==> src/gps_mon_cfg_pkg.sv <==
package gps_mon_cfg_pkg;

   // Correlator and counter widths
   localparam int ACC_WIDTH          = 19;
   localparam int SAMPLE_COUNT_WIDTH = 32;
   localparam int SC_HOLD_WIDTH      = 24;
   localparam int UPDATE_COUNT_WIDTH = 11;
   localparam int PKT_COUNT_WIDTH    = 9;

   // Ready LED stretch, extra cycles after the strobe
   localparam int READY_HOLD_CYCLES = 15;
   localparam int READY_CNT_WIDTH   = $clog2(READY_HOLD_CYCLES + 1);

   // Board display resources
   localparam int NUM_DIGITS      = 8;
   localparam int SEG_WIDTH       = 7;
   localparam int NIBBLE_WIDTH    = 4;
   localparam int DISP_WIDTH      = NUM_DIGITS * NIBBLE_WIDTH;
   localparam int LOW_PAGE_DIGITS = 5;    // Digits lit on the short pages
   localparam int LEDR_WIDTH      = 18;
   localparam int LEDG_WIDTH      = 9;
   localparam int SW_WIDTH        = 18;

   // Green LED bit positions
   localparam int LEDG_LINK_BIT  = 8;
   localparam int LEDG_READY_BIT = 2;
   localparam int LEDG_VALID_BIT = 1;

   // Switch bit positions
   localparam int SW_Q_I        = 17;
   localparam int SW_EL_P       = 16;
   localparam int SW_E_L        = 15;
   localparam int SW_PKT        = 11;
   localparam int SW_PKT_GOOD   = 10;
   localparam int SW_UPDATE     = 6;
   localparam int SW_UPDATE_SC  = 5;
   localparam int SW_COUNT      = 4;

endpackage
==> src/gps_mon_types_pkg.sv <==
package gps_mon_types_pkg;

   import gps_mon_cfg_pkg::*;

   // One correlator arm
   typedef struct packed {
      logic [ACC_WIDTH-1:0] i;
      logic [ACC_WIDTH-1:0] q;
   } iq_t;

   // Full accumulation set from the tracking channel
   typedef struct packed {
      iq_t early;
      iq_t prompt;
      iq_t late;
   } acc_set_t;

   // Ethernet feed statistics
   typedef struct packed {
      logic [PKT_COUNT_WIDTH-1:0] good;
      logic [PKT_COUNT_WIDTH-1:0] missed;
   } pkt_stat_t;

   typedef enum logic [1:0] {
      PAGE_CORR,
      PAGE_COUNT,
      PAGE_UPDATES,
      PAGE_UPDATE_SC
   } page_e;

   typedef enum logic [1:0] {
      EARLY,
      PROMPT,
      LATE
   } tap_e;

   typedef struct packed {
      page_e page;
      tap_e  tap;
      logic  q_not_i;    // Quadrature arm shown
      logic  pkt;        // Packet stats on red LEDs
      logic  pkt_good;   // Good count, else missed
   } disp_sel_t;

   localparam disp_sel_t SEL_RESET = '{page: PAGE_CORR, tap: PROMPT, q_not_i: 1'b0,
                                       pkt: 1'b0, pkt_good: 1'b0};

   // Digit 0 sits in the low slice
   typedef logic [NUM_DIGITS-1:0][SEG_WIDTH-1:0] hex_word_t;

endpackage

==> src/gps_mon_top.sv <==
module gps_mon_top
   import gps_mon_cfg_pkg::*, gps_mon_types_pkg::*;
(
   input  logic                          clk_200,
   input  logic                          i_rst_n,
   input  logic [SW_WIDTH-1:0]           i_sw,
   input  logic                          i_acc_valid,
   input  acc_set_t                      i_acc,
   input  logic                          i_tracking_ready,
   input  logic [SAMPLE_COUNT_WIDTH-1:0] i_sample_count,
   input  pkt_stat_t                     i_pkt_stat,
   input  logic                          i_link_status,
   input  logic                          i_sample_valid,
   output hex_word_t                     o_hex,
   output logic [LEDR_WIDTH-1:0]         o_ledr,
   output logic [LEDG_WIDTH-1:0]         o_ledg
);

   disp_sel_t                     sel;
   logic [ACC_WIDTH-1:0]          acc_value;
   logic [UPDATE_COUNT_WIDTH-1:0] updates;
   logic [SC_HOLD_WIDTH-1:0]      sc_hold;
   logic                          ready_flag;

   mon_switch_decode u_decode (
      .clk_200 (clk_200),
      .i_rst_n (i_rst_n),
      .i_sw    (i_sw),
      .o_sel   (sel)
   );

   corr_capture u_corr (
      .clk_200     (clk_200),
      .i_rst_n     (i_rst_n),
      .i_acc_valid (i_acc_valid),
      .i_acc       (i_acc),
      .i_sel       (sel),
      .o_value     (acc_value)
   );

   track_status u_status (
      .clk_200          (clk_200),
      .i_rst_n          (i_rst_n),
      .i_tracking_ready (i_tracking_ready),
      .i_sample_count   (i_sample_count),
      .o_updates        (updates),
      .o_sc_hold        (sc_hold),
      .o_ready_flag     (ready_flag)
   );

   display_format u_format (
      .i_sel          (sel),
      .i_value        (acc_value),
      .i_updates      (updates),
      .i_sc_hold      (sc_hold),
      .i_sample_count (i_sample_count),
      .i_pkt_stat     (i_pkt_stat),
      .i_link_status  (i_link_status),
      .i_sample_valid (i_sample_valid),
      .i_ready_flag   (ready_flag),
      .o_hex          (o_hex),
      .o_ledr         (o_ledr),
      .o_ledg         (o_ledg)
   );

endmodule

==> src/display_format.sv <==
module display_format
   import gps_mon_cfg_pkg::*, gps_mon_types_pkg::*;
(
   input  disp_sel_t                     i_sel,
   input  logic [ACC_WIDTH-1:0]          i_value,
   input  logic [UPDATE_COUNT_WIDTH-1:0] i_updates,
   input  logic [SC_HOLD_WIDTH-1:0]      i_sc_hold,
   input  logic [SAMPLE_COUNT_WIDTH-1:0] i_sample_count,
   input  pkt_stat_t                     i_pkt_stat,
   input  logic                          i_link_status,
   input  logic                          i_sample_valid,
   input  logic                          i_ready_flag,
   output hex_word_t                     o_hex,
   output logic [LEDR_WIDTH-1:0]         o_ledr,
   output logic [LEDG_WIDTH-1:0]         o_ledg
);

   logic [DISP_WIDTH-1:0] disp_word;
   logic [NUM_DIGITS-1:0] digit_on;

   // Active-low segments, bit 0 is segment a
   function automatic logic [SEG_WIDTH-1:0] seg_encode(input logic [NIBBLE_WIDTH-1:0] nib);
      logic [SEG_WIDTH-1:0] seg;
      case (nib)
         4'h0:    seg = 7'h40;
         4'h1:    seg = 7'h79;
         4'h2:    seg = 7'h24;
         4'h3:    seg = 7'h30;
         4'h4:    seg = 7'h19;
         4'h5:    seg = 7'h12;
         4'h6:    seg = 7'h02;
         4'h7:    seg = 7'h78;
         4'h8:    seg = 7'h00;
         4'h9:    seg = 7'h10;
         4'ha:    seg = 7'h08;
         4'hb:    seg = 7'h03;
         4'hc:    seg = 7'h46;
         4'hd:    seg = 7'h21;
         4'he:    seg = 7'h06;
         default: seg = 7'h0e;
      endcase
      return seg;
   endfunction

   // Pick the word behind the digits
   always_comb begin
      case (i_sel.page)
         PAGE_COUNT:     disp_word = DISP_WIDTH'(i_sample_count);
         PAGE_UPDATES:   disp_word = DISP_WIDTH'(i_updates);
         PAGE_UPDATE_SC: disp_word = DISP_WIDTH'(i_sc_hold);
         default:        disp_word = DISP_WIDTH'(i_value);   // Top bits land on digit 4
      endcase
   end

   // Only the count page lights the upper digits
   always_comb begin
      for (int d = 0; d < NUM_DIGITS; d++) begin
         digit_on[d] = (i_sel.page == PAGE_COUNT) || (d < LOW_PAGE_DIGITS);
      end
   end

   always_comb begin
      for (int d = 0; d < NUM_DIGITS; d++) begin
         if (digit_on[d]) begin
            o_hex[d] = seg_encode(disp_word[d*NIBBLE_WIDTH +: NIBBLE_WIDTH]);
         end else begin
            o_hex[d] = '1;                   // Blank
         end
      end
   end

   always_comb begin
      if (i_sel.pkt) begin
         o_ledr = i_sel.pkt_good ? LEDR_WIDTH'(i_pkt_stat.good)
                                 : LEDR_WIDTH'(i_pkt_stat.missed);
      end else begin
         o_ledr = i_value[LEDR_WIDTH-1:0];
      end
   end

   always_comb begin
      o_ledg                 = '0;
      o_ledg[LEDG_LINK_BIT]  = i_link_status;
      o_ledg[LEDG_READY_BIT] = i_ready_flag;
      o_ledg[LEDG_VALID_BIT] = i_sample_valid;
   end

endmodule

==> src/track_status.sv <==
module track_status
   import gps_mon_cfg_pkg::*;
(
   input  logic                          clk_200,
   input  logic                          i_rst_n,
   input  logic                          i_tracking_ready,
   input  logic [SAMPLE_COUNT_WIDTH-1:0] i_sample_count,
   output logic [UPDATE_COUNT_WIDTH-1:0] o_updates,
   output logic [SC_HOLD_WIDTH-1:0]      o_sc_hold,
   output logic                          o_ready_flag
);

   logic [READY_CNT_WIDTH-1:0] hold_cnt;

   // Counter wraps at its width
   always_ff @(posedge clk_200 or negedge i_rst_n) begin
      if (!i_rst_n) begin
         o_updates <= '0;
         o_sc_hold <= '0;
      end else if (i_tracking_ready) begin
         o_updates <= o_updates + 1'b1;
         o_sc_hold <= i_sample_count[SC_HOLD_WIDTH-1:0];
      end
   end

   // A new strobe reloads the count and restarts the window
   always_ff @(posedge clk_200 or negedge i_rst_n) begin
      if (!i_rst_n) begin
         hold_cnt     <= '0;
         o_ready_flag <= 1'b0;
      end else if (i_tracking_ready) begin
         hold_cnt     <= READY_CNT_WIDTH'(READY_HOLD_CYCLES);
         o_ready_flag <= 1'b1;
      end else if (hold_cnt == '0) begin
         o_ready_flag <= 1'b0;               // Window over
      end else begin
         hold_cnt <= hold_cnt - 1'b1;
      end
   end

endmodule

==> src/corr_capture.sv <==
module corr_capture
   import gps_mon_cfg_pkg::*, gps_mon_types_pkg::*;
(
   input  logic                 clk_200,
   input  logic                 i_rst_n,
   input  logic                 i_acc_valid,
   input  acc_set_t             i_acc,
   input  disp_sel_t            i_sel,
   output logic [ACC_WIDTH-1:0] o_value
);

   acc_set_t acc_q;
   iq_t      tap_iq;

   // Whole set is replaced on each strobe
   always_ff @(posedge clk_200 or negedge i_rst_n) begin
      if (!i_rst_n) begin
         acc_q <= '0;
      end else if (i_acc_valid) begin
         acc_q <= i_acc;
      end
   end

   always_comb begin
      case (i_sel.tap)
         EARLY:   tap_iq = acc_q.early;
         LATE:    tap_iq = acc_q.late;
         default: tap_iq = acc_q.prompt;
      endcase
   end

   assign o_value = i_sel.q_not_i ? tap_iq.q : tap_iq.i;

endmodule

==> src/mon_switch_decode.sv <==
module mon_switch_decode
   import gps_mon_cfg_pkg::*, gps_mon_types_pkg::*;
(
   input  logic                clk_200,
   input  logic                i_rst_n,
   input  logic [SW_WIDTH-1:0] i_sw,
   output disp_sel_t           o_sel
);

   logic [SW_WIDTH-1:0] sw_meta;
   logic [SW_WIDTH-1:0] sw_sync;
   disp_sel_t           sel_d;

   // Switches bounce in from the board, two flops before use
   always_ff @(posedge clk_200 or negedge i_rst_n) begin
      if (!i_rst_n) begin
         sw_meta <= '0;
         sw_sync <= '0;
      end else begin
         sw_meta <= i_sw;
         sw_sync <= sw_meta;
      end
   end

   always_comb begin
      sel_d = SEL_RESET;

      if (sw_sync[SW_COUNT]) begin
         sel_d.page = PAGE_COUNT;            // Count wins over update
      end else if (sw_sync[SW_UPDATE]) begin
         sel_d.page = sw_sync[SW_UPDATE_SC] ? PAGE_UPDATE_SC : PAGE_UPDATES;
      end else begin
         sel_d.page = PAGE_CORR;
      end

      if (sw_sync[SW_EL_P] && sw_sync[SW_E_L]) begin
         sel_d.tap = EARLY;
      end else if (sw_sync[SW_EL_P]) begin
         sel_d.tap = LATE;
      end else begin
         sel_d.tap = PROMPT;
      end

      sel_d.q_not_i  = sw_sync[SW_Q_I];
      sel_d.pkt      = sw_sync[SW_PKT];
      sel_d.pkt_good = sw_sync[SW_PKT_GOOD];
   end

   always_ff @(posedge clk_200 or negedge i_rst_n) begin
      if (!i_rst_n) begin
         o_sel <= SEL_RESET;
      end else begin
         o_sel <= sel_d;
      end
   end

endmodule

==> config.mk <==
export PLATFORM = sky130hd
export DESIGN_NAME = gps_mon_top
export DESIGN_NICKNAME = d
export VERILOG_FILES = /design/src/gps_mon_cfg_pkg.sv /design/src/gps_mon_types_pkg.sv /design/src/gps_mon_top.sv /design/src/display_format.sv /design/src/track_status.sv /design/src/corr_capture.sv /design/src/mon_switch_decode.sv
export SDC_FILE = /design/constraint.sdc
export NUM_CORES = 1
export LEC_CHECK = 0
export BUFFER_PORTS_ARGS = -buffer_cell sky130_fd_sc_hd__buf_2
export CAP_MARGIN = 20
export CORE_UTILIZATION = 40
export CTS_BUF_LIST = sky130_fd_sc_hd__clkbuf_8
export DETAILED_ROUTE_END_ITERATION = 8
export GPL_TIMING_DRIVEN = 1
export HOLD_SLACK_MARGIN = 0.12
export PLACE_DENSITY = 0.59
export SLEW_MARGIN = 20
export SYNTH_ARGS = -nofsm -noshare
export SYNTH_HDL_FRONTEND = slang
export SYNTH_SLANG_ARGS = --single-unit
==> constraint.sdc <==
create_clock -name clk_200 -period 4.65 [get_ports clk_200]
set_input_delay 0.465 -clock clk_200 [delete_from_list [all_inputs] [get_ports clk_200]]
set_output_delay 0.465 -clock clk_200 [all_outputs]
set_load 0.01 [all_outputs]
# == Yosys cells after proc, flatten, opt, wreduce, memory -nomap -nowiden ==
# Memory sizes are Yosys's and may differ from the RTL's.
# Cells that the tools add are included.
# op_classes
addsub,2
eq_ne,5
mux,17
n_reduce_logical,4
# ops
cell,n
case mux 32 bit (3 select lines),1
case mux 38 bit (2 select lines),1
2-to-1 mux 7 bit,3
2-to-1 mux 19 bit,1
2-to-1 mux 18 bit,1
"adder 11 x 1 -> 11 bit, second input constant",1
2-to-1 mux 9 bit,1
2-to-1 mux 2 bit,4
2-to-1 mux 4 bit,2
"== test 2 bit, second input constant",3
logical NOT 4 bit,1
"subtractor 4 x 1 -> 4 bit, second input constant",1
2-to-1 mux 1 bit,3
"== test 2 x 1 -> 1 bit, second input constant",1
logical NOT 2 bit,1
"!= test 2 bit, second input constant",1
nonzero test 2 bit,1
logical AND 1 bit,1
# totals
register_bits,197
mem_bits_ro,896
input_bits,188
out_inout_bits,83
word_cells,53
mem_count,8
# memory_table
memory,words,word_bits,read_ports,rd_clocked_by_memory_dff,write_ports,line_no,text
(no name shown),16,7,1,0,0,display_format.sv:24,case (nib)
(no name shown),16,7,1,0,0,display_format.sv:24,
(no name shown),16,7,1,0,0,display_format.sv:24,
(no name shown),16,7,1,0,0,display_format.sv:24,
(no name shown),16,7,1,0,0,display_format.sv:24,
(no name shown),16,7,1,0,0,display_format.sv:24,
2 more memories,--,--,--,--,--,--,

# == Logic depth before layout (Yosys ltp) ==
# An unclocked memory read counts as a cell.
# depth
ltp_word,6
mapped_depth,12
depth_no_buf,10

# == Hierarchy ==
# A second synthesis with hierarchy kept.
# unflattened
hier_cells,798
area_unflattened_um2,10277.4
# by_module_without_submodules
module,n_inst,cells_each,area_each_um2,seq_area_each_um2
corr_capture,1,306,5116.2,2852.7
display_format,1,353,2942.8,0.0
track_status,1,112,1617.8,1001.0
mon_switch_decode,1,27,600.6,576.8

# == Worst setup path before layout ==
# Ideal clock, no wire load.
# synth_timing
path_kind,register to output
start,register u_decode.o_sel[3] in the netlist's numbering
end,output port o_hex[15] in the netlist's numbering
t_arrival_ns,2.831
required_time_ns,4.185
slack_ns,1.354
path_stages_with_launch,8
path_buffers,2
path_cell_list,dfstp_2 clkbuf_1 clkbuf_1 mux4_2 mux4_2 ha_1 mux2_2 o21bai_1
# synth_lines
item,line_no,text
"start, declared",mon_switch_decode.sv:7,output disp_sel_t o_sel
"start signal, assigned",mon_switch_decode.sv:53,o_sel <= sel_d;
"end, declared",gps_mon_top.sv:14,"output hex_word_t o_hex,"

==> flow_metrics.tcl <==
set metrics [dict create \
    startpoint_type "register" \
    crit_chain "buf_12 > mux2_2 > mux4_2 > o221ai_1 > inv_1 > ha_1 > and3b_1 > a221o_1 > buf_2" \
    core_area_um2 25110 \
    ys_types 52 \
    cp.buffers_inverters 3 \
    grt_use_total 0.1922 \
    synth_cells 844 \
    min_period_over_period 0.9107 \
    dp_slack_ps 883.1 \
    required_ps 4180 \
    peakVddDrop_mv 0.1896 \
    fin_ws_ps 415.1 \
    drv_slew 0 \
    num_rows 58 \
    synth_edf_count 0 \
    worstMarginPinSlew_ps 1003 \
    min_path_type "in2reg" \
    io_pins 271 \
    cts_buffer_depth 2 \
    path_class "reg2out" \
    fin_crit_ps 4235 \
    dr.pass1.iters 6 \
    root_buffer "clkbuf_8" \
    cpMaxStageDelayCell "dfrtp_2" \
    synth_area_per_cell_um2 12.12 \
    clk_pin_slew_ps 110 \
    relSlewSlack 0.3315 \
    gp_congestion 0.8364 \
    dpl-instance-area_um2 11730 \
    numCtsBuffers 17 \
    grt_max_degree 77 \
    fp.dieH_um 161.9 \
    cp_data_arrival_time_ps 3770 \
    vias_per_cell 5.082 \
    htree_levels 4 \
    yosys.area.top_type "dfrtp_1" \
    cts_tree "done" \
    yosys-top-cells-area "dfrtp_1, mux2_2, ha_1" \
    chipWidth_um 161.9 \
    dieArea_um2 26210 \
    nFillCells 2371 \
    clk_latency_ps 450 \
    drt_iter0_drc 471 \
    vias 7232 \
    hold_violations 0 \
    crit_fanout 24 \
    ys.warnings.count 0 \
    clock.fmax_mhz 236.1 \
    finalPower_mw 3.974 \
    power_density_nw_per_um2 324.7 \
    drive_gt1_frac 0.4670 \
    ant_nets 0 \
    antenna_found_initial 12 \
    drc 0 \
    dp_hpwl_mm 18.14 \
    cts_hold_buf 9 \
    netlist_area_um2 10230 \
    use_met2 0.2948 \
    ys.flop_type "dfrtp_1" \
    final_cell_area_um2 12240 \
    rsz0062_at_grt "false" \
    io_buffers 250 \
    grtUsageMet3 0.06333 \
    grt_pass1_wl_mm 38.85 \
    setup_viol 0 \
    synth_seq_cells 177 \
    post_cts_buffers 0 \
    layout-area-overhead-vs-synth_pct 19.65 \
    yosysSeqAreaShare 0.4331 \
    nets 1317 \
    crit_family "multiplexers" \
    grt_overflow 0 \
    start_util 0.4074 \
    synth_top_cell_area_share 0.4306 \
    setup_tns_ps 0 \
    drt-total-wl_mm 24.38 \
    critical_path.max_stage_delay_ps 670 \
    worst_clock_skew_ps 14.73 \
    wl_per_cell_um 17.14 \
    maxCapViolations 0 \
    end_kind "primary output" \
    grt_pass1_vias 7054 \
    use_met1 0.2642 \
    leakage_nw 5.739 \
    post_cts_resized 0 \
    busiest_layer "met2" \
    clock-sinks 177 \
    ys_async_sr_fraction 1.000 \
    status "completed" \
]
==> worst register-to-register path, cell delays in order (launching register included) <==
cell	delay, ps
dfrtp_1	420
inv_1	70
ha_1	180
inv_1	60
or3_1	450
o21ai_0	190
nand2b_1	70
==> power breakdown <==
group | leakage (nW) | switching, mW | internal, mW | total, mW
Clock | 0.202 | 0.653 | 0.413 | 1.07
Sequential | 2.07 | 0.111 | 1.70 | 1.81
Combinational | 3.47 | 0.548 | 0.550 | 1.10
==> layout by cell type (no fill, tap or decap), types with 9 or more instances in the layout <==
cell type,netlist,final
dlygate4sd3_1,0,9
inv_1,35,35
nand3_1,14,14
a21oi_1,15,15
mux2_2,179,179
buf_2,11,248
o21ai_0,18,18
nor2b_1,12,11
nand2_1,33,33
mux2i_1,63,63
xnor2_1,11,11
nor2_1,28,28
mux4_2,24,24
o22ai_1,10,10
dfrtp_1,176,175
clkbuf_8,0,17
and3_1,9,9
ha_1,52,52
buf_4,11,14
==> sequential cells by signal, indices dropped and copies added (netlist names) <==
name and cells:
u_status.o_sc_hold 24, u_decode.o_sel 7, u_corr.acc_q 114, u_decode.sw_sync 8, u_status.o_updates 11, u_status.hold_cnt 4
u_decode.sw_meta 8, u_status.o_ready_flag 1
==> layout make-up <==
cell class	count	area, µm²	area share
antenna	3	7.507	0.0006134
clock buffer	17	234.0	0.01912
clock inverter	15	175.2	0.01431
inverter	35	131.4	0.01074
multi-input combinational	573	5378	0.4394
sequential	177	4432	0.3621
tap	330	412.9	0.03374
timing repair buffer	273	1468	0.1199
==> worst paths after layout <==
kind	endpoint	slack, ps	from	cells past startpoint
worst max-delay path	o_hex[14]	420	u_decode.o_sel[4]	9
worst min-delay path	u_corr.acc_q[72]	230	i_acc[72]	2
worst max register to register	u_status.hold_cnt[1]	3110	u_status.hold_cnt[0]	6
worst min register to register	u_decode.sw_sync[6]	360	u_decode.sw_meta[6]	0
max in group asynchronous	u_status.o_sc_hold[5]	3030	i_rst_n	3
min in group asynchronous	u_status.hold_cnt[3]	620	i_rst_n	2
==> synth_stat cells (4+ instances only) <==
cell,number
mux2_2,179
dfrtp_1,176
mux2i_1,63
ha_1,52
inv_1,35
nand2_1,33
clkbuf_1,30
nor2_1,28
mux4_2,24
o21ai_0,18
a21oi_1,15
nand3_1,14
nor2b_1,12
buf_2,11
buf_4,11
xnor2_1,11
buf_1,10
o22ai_1,10
and3_1,9
nand2b_1,8
o211ai_1,8
a2bb2oi_1,7
nor3b_1,7
a21o_1,5
a211oi_1,4
a221o_1,4
and2_1,4
nor3_1,4
o21ai_1,4
o221ai_1,4
o31ai_1,4
or3_1,4
xor2_1,4
==> per-layer routing <==
metal,part of all wire,up-vias
met5,0.0046,-
met4,0.010,16
met2,0.46,173
met3,0.063,33
li1,-,3491
met1,0.47,3519
==> through the flow <==
stage          hold WS, ps  cells  utilization
2_1_floorplan        169.4    849            -
4_1_cts              183.1   1420       0.4871
5_1_grt              176.2   1421       0.4872
3_3_place_gp         332.5   1379       0.4672
6_report             226.0   1423       0.4874
3_5_place_dp         334.7   1379       0.4672
==> cells by family after synthesis <==
family	share of synthesized area
simple gates	0.06569
compound gates	0.06961
other cells	0.0003666
buf+inv	0.04318
fa+ha+maj	0.06361
xor+xnor	0.01284
flops	0.4331
mux	0.3116
Note: power is estimated with default switching activity, not from simulation.
